<file path="src/proc_consts.svh">
`ifndef PROC_CONSTS_SVH
`define PROC_CONSTS_SVH

// Datapath and instruction word width
`define WORD_W 16

// Architectural register count
`define REG_CNT 8

// Register select width, log2 of REG_CNT
`define REG_SEL_W 3

// Opcode field, instruction bits 15 to 11
`define OPC_W 5

// Widest pc displacement, used by j
`define DISP_W 11

// Instruction memory, word addressed
`define IMEM_AW 8
`define IMEM_DEPTH (1 << `IMEM_AW)

// Data memory behind the bus, word addressed
`define DMEM_AW 6
`define DMEM_DEPTH (1 << `DMEM_AW)

`endif

</file>
<file path="src/isa_pkg.sv">
`include "proc_consts.svh"
`default_nettype none

package isa_pkg;

   // Opcodes, everything not listed is illegal
   typedef enum logic [`OPC_W-1:0] {
      op_halt = 5'b00000,
      op_nop  = 5'b00001,
      // R-format, rd <= rs op rt
      op_add  = 5'b01000,
      op_sub  = 5'b01001,
      op_and  = 5'b01010,
      op_xor  = 5'b01011,
      // Immediate forms
      op_addi = 5'b10000,
      op_lbi  = 5'b10001,
      // Memory access through Wishbone
      op_ld   = 5'b10100,
      op_st   = 5'b10101,
      // Forward-only control flow
      op_beqz = 5'b11000,
      op_j    = 5'b11100
   } opcode_e;

   // ALU function select
   typedef enum logic [2:0] {
      alu_add    = 3'd0,
      alu_sub    = 3'd1,
      alu_and    = 3'd2,
      alu_xor    = 3'd3,
      alu_pass_b = 3'd4
   } alu_op_e;

   // Register writeback source
   typedef enum logic [1:0] {
      wb_alu = 2'd0,
      wb_mem = 2'd1
   } wb_src_e;

   // Everything decode hands to the top level
   typedef struct packed {
      logic [`REG_SEL_W-1:0] rs_sel;
      logic [`REG_SEL_W-1:0] rt_sel;
      logic [`REG_SEL_W-1:0] wsel;
      logic                  reg_we;
      alu_op_e               alu_op;
      logic [`WORD_W-1:0]    imm;
      // ALU b from imm instead of rt
      logic                  use_imm;
      logic                  mem_en;
      logic                  mem_wr;
      wb_src_e               wb_src;
      logic                  branch;
      logic                  jump;
      // Unsigned, added to pc plus one
      logic [`DISP_W-1:0]    disp;
      logic                  halt;
      logic                  illegal;
   } ctrl_t;

endpackage

`default_nettype wire

</file>
<file path="src/decode.sv">
`include "proc_consts.svh"
`default_nettype none

module decode import isa_pkg::*; (
   input  wire [`WORD_W-1:0] instr,
   output ctrl_t             ctrl
);

   opcode_e               opc;
   logic [`REG_SEL_W-1:0] rs;
   logic [`REG_SEL_W-1:0] rt;
   logic [`REG_SEL_W-1:0] rd;
   logic [`WORD_W-1:0]    imm5_sx;
   logic [`WORD_W-1:0]    imm8_sx;

   // Fixed field positions
   assign opc = opcode_e'(instr[15:11]);
   assign rs  = instr[10:8];
   assign rt  = instr[7:5];
   assign rd  = instr[4:2];

   // Sign-extended immediates
   assign imm5_sx = {{(`WORD_W-5){instr[4]}}, instr[4:0]};
   assign imm8_sx = {{(`WORD_W-8){instr[7]}}, instr[7:0]};

   always_comb begin
      // Defaults, no write and no bus cycle
      ctrl        = '0;
      ctrl.rs_sel = rs;
      ctrl.rt_sel = rt;
      ctrl.wsel   = rd;
      ctrl.alu_op = alu_add;
      ctrl.wb_src = wb_alu;
      ctrl.imm    = imm5_sx;
      // 11-bit j offset unless beqz narrows it
      ctrl.disp   = instr[`DISP_W-1:0];
      case (opc)
         op_halt: begin
            ctrl.halt = 1'b1;
         end
         op_nop: begin
            ctrl.halt = 1'b0;
         end
         // R-format, destination rd
         op_add, op_sub, op_and, op_xor: begin
            ctrl.reg_we = 1'b1;
            case (opc)
               op_sub:  ctrl.alu_op = alu_sub;
               op_and:  ctrl.alu_op = alu_and;
               op_xor:  ctrl.alu_op = alu_xor;
               default: ctrl.alu_op = alu_add;
            endcase
         end
         // rt <= rs + imm5
         op_addi: begin
            ctrl.reg_we  = 1'b1;
            ctrl.wsel    = rt;
            ctrl.use_imm = 1'b1;
         end
         // rs <= imm8, ALU just passes b through
         op_lbi: begin
            ctrl.reg_we  = 1'b1;
            ctrl.wsel    = rs;
            ctrl.imm     = imm8_sx;
            ctrl.use_imm = 1'b1;
            ctrl.alu_op  = alu_pass_b;
         end
         // Address is rs + imm5 in both cases
         op_ld: begin
            ctrl.reg_we  = 1'b1;
            ctrl.wsel    = rt;
            ctrl.use_imm = 1'b1;
            ctrl.mem_en  = 1'b1;
            ctrl.wb_src  = wb_mem;
         end
         op_st: begin
            ctrl.use_imm = 1'b1;
            ctrl.mem_en  = 1'b1;
            ctrl.mem_wr  = 1'b1;
         end
         // Unsigned 8-bit displacement
         op_beqz: begin
            ctrl.branch = 1'b1;
            ctrl.disp   = {{(`DISP_W-8){1'b0}}, instr[7:0]};
         end
         op_j: begin
            ctrl.jump = 1'b1;
         end
         // Anything else stops the core
         default: begin
            ctrl.illegal = 1'b1;
         end
      endcase
   end

endmodule

`default_nettype wire

</file>
<file path="config.mk">
export PLATFORM = sky130hd
export DESIGN_NAME = decode
export DESIGN_NICKNAME = d
export VERILOG_FILES = /design/src/isa_pkg.sv /design/src/decode.sv
export VERILOG_INCLUDE_DIRS = /design/src
export SDC_FILE = /design/constraint.sdc
export NUM_CORES = 1
export LEC_CHECK = 0
export BUFFER_PORTS_ARGS = -buffer_cell sky130_fd_sc_hd__buf_2
export CORE_MARGIN = 3
export CORE_UTILIZATION = 25
export DETAILED_ROUTE_END_ITERATION = 8
export GPL_TIMING_DRIVEN = 0
export PLACE_DENSITY = 0.68
export SYNTH_ARGS = -nofsm -noshare
export SYNTH_HDL_FRONTEND = slang
export SYNTH_SLANG_ARGS = --single-unit
</file>
<file path="constraint.sdc">
create_clock -name vclk -period 1.2
set_input_delay 0.06 -clock vclk [all_inputs]
set_output_delay 0.06 -clock vclk [all_outputs]
set_load 0.005 [all_outputs]
</file>
# After elaboration in Yosys (flattened, before gate mapping)

Index checks and enable logic that the tools add are counted.

Register bits: 0
Input bits: 16
Output and inout bits: 49
Logic and storage cells: 32

Equal/unequal tests: 11
Multiplexer cells: 14
Reductions and logical operators: 7

Operators with widths:

| operator                                                        | number |
|---|---|
| 5-bit == test, second input constant                            | 6 |
| 5-bit by 4-bit == test with 1-bit output, second input constant | 4 |
| 16-bit two-way mux                                              | 1 |
| 3-bit one-hot mux with 2 select lines                           | 2 |
| 12-bit OR reduction                                             | 1 |
| 11-bit two-way mux                                              | 1 |
| 1-bit two-way mux                                               | 9 |
| 4-bit OR reduction                                              | 2 |
| 7-bit OR reduction                                              | 1 |
| 2-bit one-hot mux with 3 select lines                           | 1 |
| 5-bit by 1-bit == test with 1-bit output, second input constant | 1 |
| 5-bit zero test                                                 | 1 |
| 2-bit OR reduction                                              | 2 |

# Logic depth before layout (Yosys ltp)

Gate-level depths: netlist (run 1).

Word-level depth: 3
Depth in mapped cells: 4

# Worst setup path after synthesis (run 1)

Ideal clock, no wire load.

Path type: input to output
Start point: input port instr[15]
End point: output port ctrl[28] (netlist bit)
Data arrival time: 0.884 ns
Required time: 1.140 ns
Setup slack: 0.256 ns
Stages: 4
Cells stage by stage: nor2b_1 -> nand3_1 -> mux2_2 -> buf_4

RTL lines:

| item               | line        | source |
|---|---|---|
| start: declaration | decode.sv:5 | `` input wire [`WORD_W-1:0] instr, `` |
| end: declaration   | decode.sv:6 | `output ctrl_t ctrl` |

==> results of run 1 <==
## worst max-delay path, stage by stage
cell     delay [ns]
buf_4          0.13
or3b_4         0.44
o32ai_1        0.28
nor2_1         0.07
buf_2          0.13
## routing by layer
layer	vias up	GRT usage	wire [um]
li1	336	-	-
met3	0	0.0275	176
met4	0	0.00948	0
met1	269	0.136	613
met2	31	0.225	854
met5	-	0	0
## placed cells by master, fill, tap and decap left out
master and n:
nand2b_1 1, mux2_4 1, and3b_1 1, o32ai_1 2
or4b_4 1, nand3_2 1, and4_1 1, a22o_1 1
and2b_1 1, nor2_4 1, and3_1 3, nand2_1 1
nand3_1 1, or3b_4 1, mux2_2 3, inv_1 3
buf_4 31, o22ai_2 1, and2_1 3, nor2_1 7
o32ai_2 2, o22ai_1 2, nor2b_4 1, inv_2 1
clkbuf_4 1, conb_1 1, buf_2 59
## cell families after synthesis
group	count (synthesis)	synth area share
mux	3	0.0720
other cells	1	0.00799
buf+inv	32	0.480
simple gates	24	0.307
compound gates	8	0.133
## metrics by stage
stage	worst slack [ns]	instance area [sq um]	hold slack [ns]	instances	setup TNS [ns]
floorplan	0.256	469	0.177	68	0
global placement	-0.0950	811	0.288	155	-0.756
detailed placement	-0.107	811	0.288	155	-0.851
CTS	0.0109	851	0.288	157	0
global route	0.00209	882	0.296	157	0
finish	0.0239	882	0.286	157	0
## area by class of cell
cell class	instances	area, sq um	area share
repair buffers	63	325	0.369
multi-input cells	37	300	0.340
plain buffers	28	210	0.238
well taps	25	31.3	0.0355
inverters	4	15.0	0.0170
## worst max-delay path by stage
stage | from | to | slack, ns
after floorplan | instr[15] | ctrl[28] | 0.26
after global placement | instr[14] | ctrl[31] | -0.09
after detailed placement | instr[14] | ctrl[29] | -0.11
after CTS | instr[14] | ctrl[42] | 0.01
after global routing | instr[15] | ctrl[40] | 0.002
final | instr[12] | ctrl[40] | 0.02
## power by group
| part | switching, mW | leakage, nW | total [mW] | internal [mW] |
|---|---|---|---|---|
| Combinational | 0.119 | 0.554 | 0.290 | 0.170 |
| Clock | 0 | 0 | 0 | 0 |
| Sequential | 0 | 0 | 0 | 0 |
| Total | 0.119 | 0.554 | 0.290 | 0.170 |
## timing repair
| item | CTS | global route |
|---|---|---|
| pin swaps | 1 | 4 |
| cloned | 1 | 0 |
| setup endpoints to repair | 9 | 12 |
| resized for setup | 5 | 10 |
| buffers inserted | 1 | 0 |
==> metrics.md, run 1 <==
| Metric | Value |
|---|---|
| Endpoints failing setup | 0 |
| Core Region | ~0.0017 sq mm |
| Cts hold-fix bufs | 0 |
| Mapped Cells | just under 70 |
| Period utilization | 0.980 |
| Fin. Hold Viols | 0 |
| Total GRT Usage | 0.118 |
| Crit Path Class | input port to primary output |
| WHS Endpoint | ctrl[20] |
| Crit path max fanout | 5 |
| Warnings from Yosys | 0 |
| Worst hold path class | input port to primary output |
| Vias per inst | 4.05 |
| Worst hold path depth | 2 |
| Total of max-cap violations | 0 |
| Final ANT Viol Nets | 0 |
| Filler cell count | 174 |
| CP required | about 1.1 ns |
| Hold Path Origin | instr[0] |
| Area delta synth->final | 88.0% |
| Count leader, synth | buf_4 |
| Port Buf Inserts | a little over 60 |
| Max Slew Vio Count | 0 |
| Die width | 49.3 um |
| Fmax | ~850 MHz |
| Vias in the first global route | 590 |
| Register area | 0 sq um |
| CP endpoint kind | primary output |
| Syn Nets | 84 |
| Pin count of the biggest net entering global routing | 10 |
| Yosys cell types | 19 |
| Top-area cell type share of the netlist area | 0.448 |
| Total power | between 200 and 300 uW |
| Synth area leaders | buf_4, o32ai_1, mux2_2, nor2_1, and2_1 |
| Row Count | 15 |
| Status | complete, no violations |
| Initial antenna violation count | 0 |
| Average size of a mapped cell | 6.90 sq um |
| Minimum clock period after layout | about 1.2 ns |
| Nets@finish | 150 |
| Via count | 636 |
| Clk_buf instances | 0 |
| Pleak | 0.554 nW |
| Post-synth top cells | buf_4, nor2_1, inv_1, o32ai_1 |
| Total wire length | 1640 um |
| First-pass GRT wire length | around 2500 um |
| RD Place Congestion | about 0.67 |
| Area leader, netlist | buf_4 |
| Starting Density | 0.269 |
| RSZ-0062 raised after global routing | no |
| I/O pins | 65 |
| Maximum vdd drop | between 0.1 and 0.15 mV |
| Fraction of layout cells with a size suffix above 1 | 0.788 |
| DIE HEIGHT | 49.3 um |
| WP data arrival | 1.12 ns |
| Seq cells | 0 |
| First DRT Iteration DRCs | 3 |
| DRC Markers | 0 |
| DP HPWL | 1340 um |
| Wire length per cell | 10.5 um |
| CP startpoint kind | input port |
| Power density cells | 328 mW/mm^2 |
| Post-layout util | 0.505 |
| DIE AREA | 0.00243 sq mm |
| Antenna cells | 0 |
| Cell Area, Synth | 469 sq um |
| Seq/Total Area, Yosys | 0 |
| TritonRoute pass-1 iters | 4 |
| Overflow after GRT | 0 |
Power figures use the tool's default switching activity.
==> run 2, diff against run 1 <==
--- a/config.mk
+++ b/config.mk
@@ -7,4 +7,5 @@
 export NUM_CORES = 1
 export LEC_CHECK = 0
+export ABC_AREA = 1
 export BUFFER_PORTS_ARGS = -buffer_cell sky130_fd_sc_hd__buf_2
 export CORE_MARGIN = 3
@@ -12,5 +13,5 @@
 export DETAILED_ROUTE_END_ITERATION = 8
 export GPL_TIMING_DRIVEN = 0
-export PLACE_DENSITY = 0.68
+export PLACE_DENSITY = 0.65
 export SYNTH_ARGS = -nofsm -noshare
 export SYNTH_HDL_FRONTEND = slang
==> constraint.sdc (replaced) <==
create_clock -name vclk -period 1.2
set_input_delay 0.06 -clock vclk [all_inputs]
set_output_delay 0.06 -clock vclk [all_outputs]
set_load 0.1 [all_outputs]
==> run 2 against run 1 <==
Count of clock-buffer cells in the layout stayed put. Via count is 18% higher. Non-clock buffer count stayed put.
==> metrics.md, run 2 <==
| Metric | Value |
|---|---|
| Final ANT Viol Nets | 0 (unchanged) |
| Post-synth top cells | buf_4, nand2_1, inv_1, nand3_1, nor2_1 |
| Total wire length | 1940 um (+18%) |
| Row Count | 15 (unchanged) |
| CP delay by family, top | buffers and inverters |
| Clk_buf instances | 0 (unchanged) |
| Final Instance Area | 0.00117 sq mm (+33%) |
| Syn Nets | 102 (+21%) |
| Nets@finish | 169 (+13%) |
| Initial antenna violation count | 0 (unchanged) |
| RSZ-0062 raised after global routing | yes |
| Fmax | 846 MHz (-0.52%) |
| Average size of a mapped cell | 6.01 sq um (-13%) |
| Most frequent cells in the layout | buf_2, buf_4 |
| Pin count of the biggest net entering global routing | 10 (unchanged) |
| DIE AREA | 0.00265 sq mm (+8.9%) |
| Area leader, netlist | buf_4 |
| Register area | 0 sq um (unchanged) |
| Filler cell count | 161 (-7.5%) |
| DIE HEIGHT | 51.5 um (+4.3%) |
| Seq/Total Area, Yosys | 0 (unchanged) |
| Mapped Cells | 86 (+26%) |
| DP HPWL | 1450 um (+8.7%) |
| Via count | 750 (+18%) |
| Count leader, synth | buf_4 |
| Top-area cell type share of the netlist area | 0.407 (-0.0412) |
| DRC Markers | 0 (unchanged) |
| Vias in the first global route | 634 (+7.5%) |
| CP startpoint kind | input port |
| Yosys cell types | 18 (-1) |
| Max Slew Vio Count | 0 (unchanged) |
| Minimum clock period after layout | 1.18 ns (+0.00610 ns) |
| Worst path max stage delay | 0.16 ns (-0.28 ns) |
| Starting Density | 0.281 (+0.0121) |
| Period utilization | 0.985 (+0.00508) |
| Power density cells | 896 mW/mm^2 (+170%) |
| Non-Filler Instances | 176 (+12%) |
| Worst hold path class | input port to primary output |
| Antenna cells | 0 (unchanged) |
| Crit-path cells | clkbuf_4 -> inv_2 -> nor2_4 -> nand3_4 -> inv_4 -> nand2_2 -> nand2_4 -> buf_4 -> buf_12 |
| Area delta synth->final | 126% |
| Wire length per cell | 11.0 um (+5.3%) |
| Fin. Hold Viols | 0 (unchanged) |
| Total power | 1.05 mW (+260%) |
| First-pass GRT wire length | 2820 um (+14%) |
| First DRT Iteration DRCs | 10 (+7) |
| Endpoints failing setup | 0 (unchanged) |
| TritonRoute pass-1 iters | 4 (unchanged) |
| CP max stage cell | nor2_4 |
| Core Region | 0.00184 sq mm (+5.4%) |
| RD Place Congestion | 0.788 (+17%) |
| WP data arrival | 1.12 ns (about the same) |
| Synth area leaders | buf_4, nand2_1, nand3_1, inv_1, nor2_1 |
| Crit path buffers/inverters | 5 (+3) |
| Vias per inst | 4.26 (+5.2%) |
| I/O pins | 65 (unchanged) |
| Seq cells | 0 (unchanged) |
| Dpl cells | 173 (+12%) |
| Cell Area, Synth | 517 sq um (+10%) |
| Maximum vdd drop | 0.467 mV (+220%) |
| Crit path max fanout | 5 (unchanged) |
| CP endpoint kind | primary output |
| DP Area | 937 sq um (+16%) |
| Total of max-cap violations | 0 (unchanged) |
| Die width | 51.5 um (+4.3%) |
| Pleak | 0.658 nW (+19%) |
| Port Buf Inserts | 62 (unchanged) |
| CP required | 1.14 ns (about the same) |
| Warnings from Yosys | 0 (unchanged) |
| Status | complete, no violations |
| Total GRT Usage | 0.133 (+0.0146) |
| Most common cell after layout, fill and taps aside | buf_2 |
| Overflow after GRT | 0 (unchanged) |
| Crit Path Class | input port to primary output |
| Fraction of layout cells with a size suffix above 1 | 0.808 (+0.0201) |
run 2: layout make-up:
cell class	instances	area (sq um)	area share
tap	25	31.3	0.0267
multi-input combinational	47	384	0.328
inverter	13	51.3	0.0439
timing repair buffer	63	493	0.421
buffer	28	210	0.180
run 2: logic make-up after synthesis:
logic type	count (synthesis)	synth area share
other cells	1	0.00726
buf+inv	41	0.501
simple gates	40	0.419
compound gates	4	0.0726
run 2: per-layer routing:
| layer | part of all wire | track usage | vias up | wire length (um) |
|---|---|---|---|---|
| met2 | 0.53 | 0.256 | 43 | 1020 |
| li1 | - | - | 381 | - |
| met5 | 0 | 0 | - | 0 |
| met1 | 0.36 | 0.153 | 322 | 692 |
| met4 | 0.027 | 0.0306 | 0 | 53 |
| met3 | 0.088 | 0.0146 | 4 | 170 |
run 2: what timing repair did:
action | in CTS | in global routing
setup endpoints to repair | 15 | 21
resized for setup | 42 | 17
hold buffers | 0 | 0
setup buffers | 0 | 1
pin swaps | 0 | 1
gates cloned | 1 | 1
run 2: path summary, 6_finish.rpt:
check | from | endpoint | slack, ns | cells after the start
worst max-delay path | instr[11] | ctrl[28] | 0.02 | 9
worst min-delay path | instr[1] | ctrl[21] | 0.50 | 2
run 2: per-stage QoR:
step / hold slack, ns / TNS (ns) / utilization / worst slack (ns)
after floorplan: 0.306 / -5.61 / - / -0.697
after global placement: 0.505 / -2.32 / 0.510 / -0.224
after detailed placement: 0.505 / -2.46 / 0.510 / -0.240
after CTS: 0.505 / 0 / 0.595 / 0.00366
after global routing: 0.510 / -0.322 / 0.636 / -0.0502
final: 0.505 / 0 / 0.636 / 0.0178
run 2: report_power, final:
part	internal (mW)	switching, mW	leakage [nW]
Clock	0	0	0
Sequential	0	0	0
Combinational	0.249	0.799	0.658
Total	0.249	0.799	0.658
==> run 3, diff against run 2 <==
PLACE_DENSITY = default   (was 0.65)
PLACE_DENSITY_LB_ADDON = 0.2   (was default)
==> run 3 against run 2 <==
Critical endpoint is now ctrl[40]. Critical path depth is 3 lower. Cell count is 0.57% higher. Worst hold slack hardly changed. Critical path type unchanged. Core utilization is 0.54 points lower. Via count is 2.4% lower. Fmax is 2.0% higher. First-iteration DRC count is 50% lower. Combinational power hardly changed. Sequential share of layout area stayed put. Die area stayed put. Global-route usage stayed put.
==> metrics.md, run 3 (synthesis gave the netlist of run 2 again) <==
| Metric | Value |
|---|---|
| Pin count of the biggest net entering global routing | 10 (unchanged) |
| Maximum vdd drop | 0.495 mV (+6.0%) |
| Total wire length | 2030 um (+4.5%) |
| WHS Endpoint | ctrl[2] |
| Nets@finish | 170 (+0.59%) |
| Period utilization | 0.966 (-0.0194) |
| Total GRT Usage | 0.133 (unchanged) |
| CP delay by family, top | buffers and inverters |
| Crit path buffers/inverters | 3 (-2) |
| Crit Path Class | input port to primary output |
| Most common cell after layout, fill and taps aside | buf_2 |
| DIE AREA | 0.00265 sq mm (unchanged) |
| DP HPWL | 1490 um (+2.7%) |
| Worst path max stage delay | 0.25 ns (+0.09 ns) |
| CP required | 1.14 ns (about the same) |
| Area delta synth->final | 124% |
| Vias per inst | 4.14 (-3.0%) |
| I/O pins | 65 (unchanged) |
| CP max stage cell | buf_6 |
| Worst Slack Setup Final | 0.0411 ns (+0.0233 ns) |
| Row Count | 15 (unchanged) |
| Most frequent cells in the layout | buf_2, buf_4 |
| Overflow after GRT | 0 (unchanged) |
| TritonRoute pass-1 iters | 2 (-2) |
| RD Place Congestion | 0.709 (-10%) |
| Via count | 732 (-2.4%) |
| Starting Density | 0.281 (unchanged) |
| Cts hold-fix bufs | 0 (unchanged) |
| Crit path max fanout | 5 (unchanged) |
| Endpoints failing setup | 0 (unchanged) |
| Fmax | 863 MHz (+2.0%) |
| Total of max-cap violations | 0 (unchanged) |
| Hold Path Origin | instr[0] |
| CP startpoint kind | input port |
| Power density cells | 903 mW/mm^2 (+0.71%) |
| Pleak | 0.671 nW (+1.9%) |
| Minimum clock period after layout | 1.16 ns (-0.0233 ns) |
| Status | complete, no violations |
| Total power | 1.05 mW (-0.15%) |
| Crit-path cells | clkbuf_4 -> nor2_4 -> nand3_4 -> buf_4 -> o211ai_2 -> buf_6 |
| WP data arrival | 1.10 ns (-0.02 ns) |
| Fraction of layout cells with a size suffix above 1 | 0.809 (+0.00126) |
| DIE HEIGHT | 51.5 um (unchanged) |
| Place WS | -0.252 ns (-0.0120 ns) |
| Filler cell count | 168 (+4.3%) |
| Core Region | 0.00184 sq mm (unchanged) |
| Fin. Hold Viols | 0 (unchanged) |
| First-pass GRT wire length | 2870 um (+1.7%) |
| Worst setup path start | instr[14] |
| First DRT Iteration DRCs | 5 (-5) |
| CP endpoint kind | primary output |
| Max Slew Vio Count | 0 (unchanged) |
| Initial antenna violation count | 0 (unchanged) |
| Vias in the first global route | 618 (-2.5%) |
| Final ANT Viol Nets | 0 (unchanged) |
| Die width | 51.5 um (unchanged) |
| Clk_buf instances | 0 (unchanged) |
| Seq cells | 0 (unchanged) |
| Register area | 0 sq um (unchanged) |
| Antenna cells | 0 (unchanged) |
| DRC Markers | 0 (unchanged) |
| Worst hold path depth | 2 (unchanged) |
| Worst hold path class | input port to primary output |
| Wire length per cell | 11.5 um (+3.9%) |
| Port Buf Inserts | 62 (unchanged) |
[run 3: layout make-up]
type | count | area, sq um | area share
multi-input cells | 47 | 368 | 0.317
repair buffers | 64 | 499 | 0.430
plain buffers | 28 | 210 | 0.181
inverters | 13 | 51.3 | 0.0442
well taps | 25 | 31.3 | 0.0270
[run 3: worst max-delay path by stage]
stage               end  slack (ns)  depth (start not counted)
2_1_floorplan  ctrl[42]       -0.70                          3
3_3_place_gp   ctrl[33]       -0.22                          8
3_5_place_dp   ctrl[28]       -0.25                          8
4_1_cts        ctrl[28]       0.003                          8
5_1_grt        ctrl[42]       -0.03                          7
6_report       ctrl[40]        0.04                          6
[run 3: per-layer routing]
layer	vias to the layer above	global-route usage	routed length [um]
met5	-	0	0
met4	0	0	0
met3	0	0.0117	151
met2	27	0.256	1160
met1	324	0.167	718
li1	381	-	-
[run 3: power breakdown]
group | total [mW] | internal [mW] | switching, mW
Combinational | 1.05 | 0.250 | 0.797
Sequential | 0 | 0 | 0
Clock | 0 | 0 | 0
[run 3: repair_timing]
| action | CTS | global route |
|---|---|---|
| gates resized for setup | 44 | 12 |
| buffers inserted | 0 | 2 |
| cloned | 1 | 1 |
| pin swaps | 0 | 4 |
| endpoints found under the setup margin | 16 | 18 |
[run 3: metrics by stage]
stage / cell area [sq um] / util / cells / setup TNS, ns / hold slack (ns)
finish: 1160 / 0.631 / 177 / 0 / 0.505
global route: 1160 / 0.631 / 177 / -0.0908 / 0.507
CTS: 1100 / 0.599 / 174 / 0 / 0.505
detailed placement: 937 / 0.510 / 173 / -2.65 / 0.505
global placement: 937 / 0.510 / 173 / -2.27 / 0.505
floorplan: 596 / - / 86 / -5.61 / 0.306
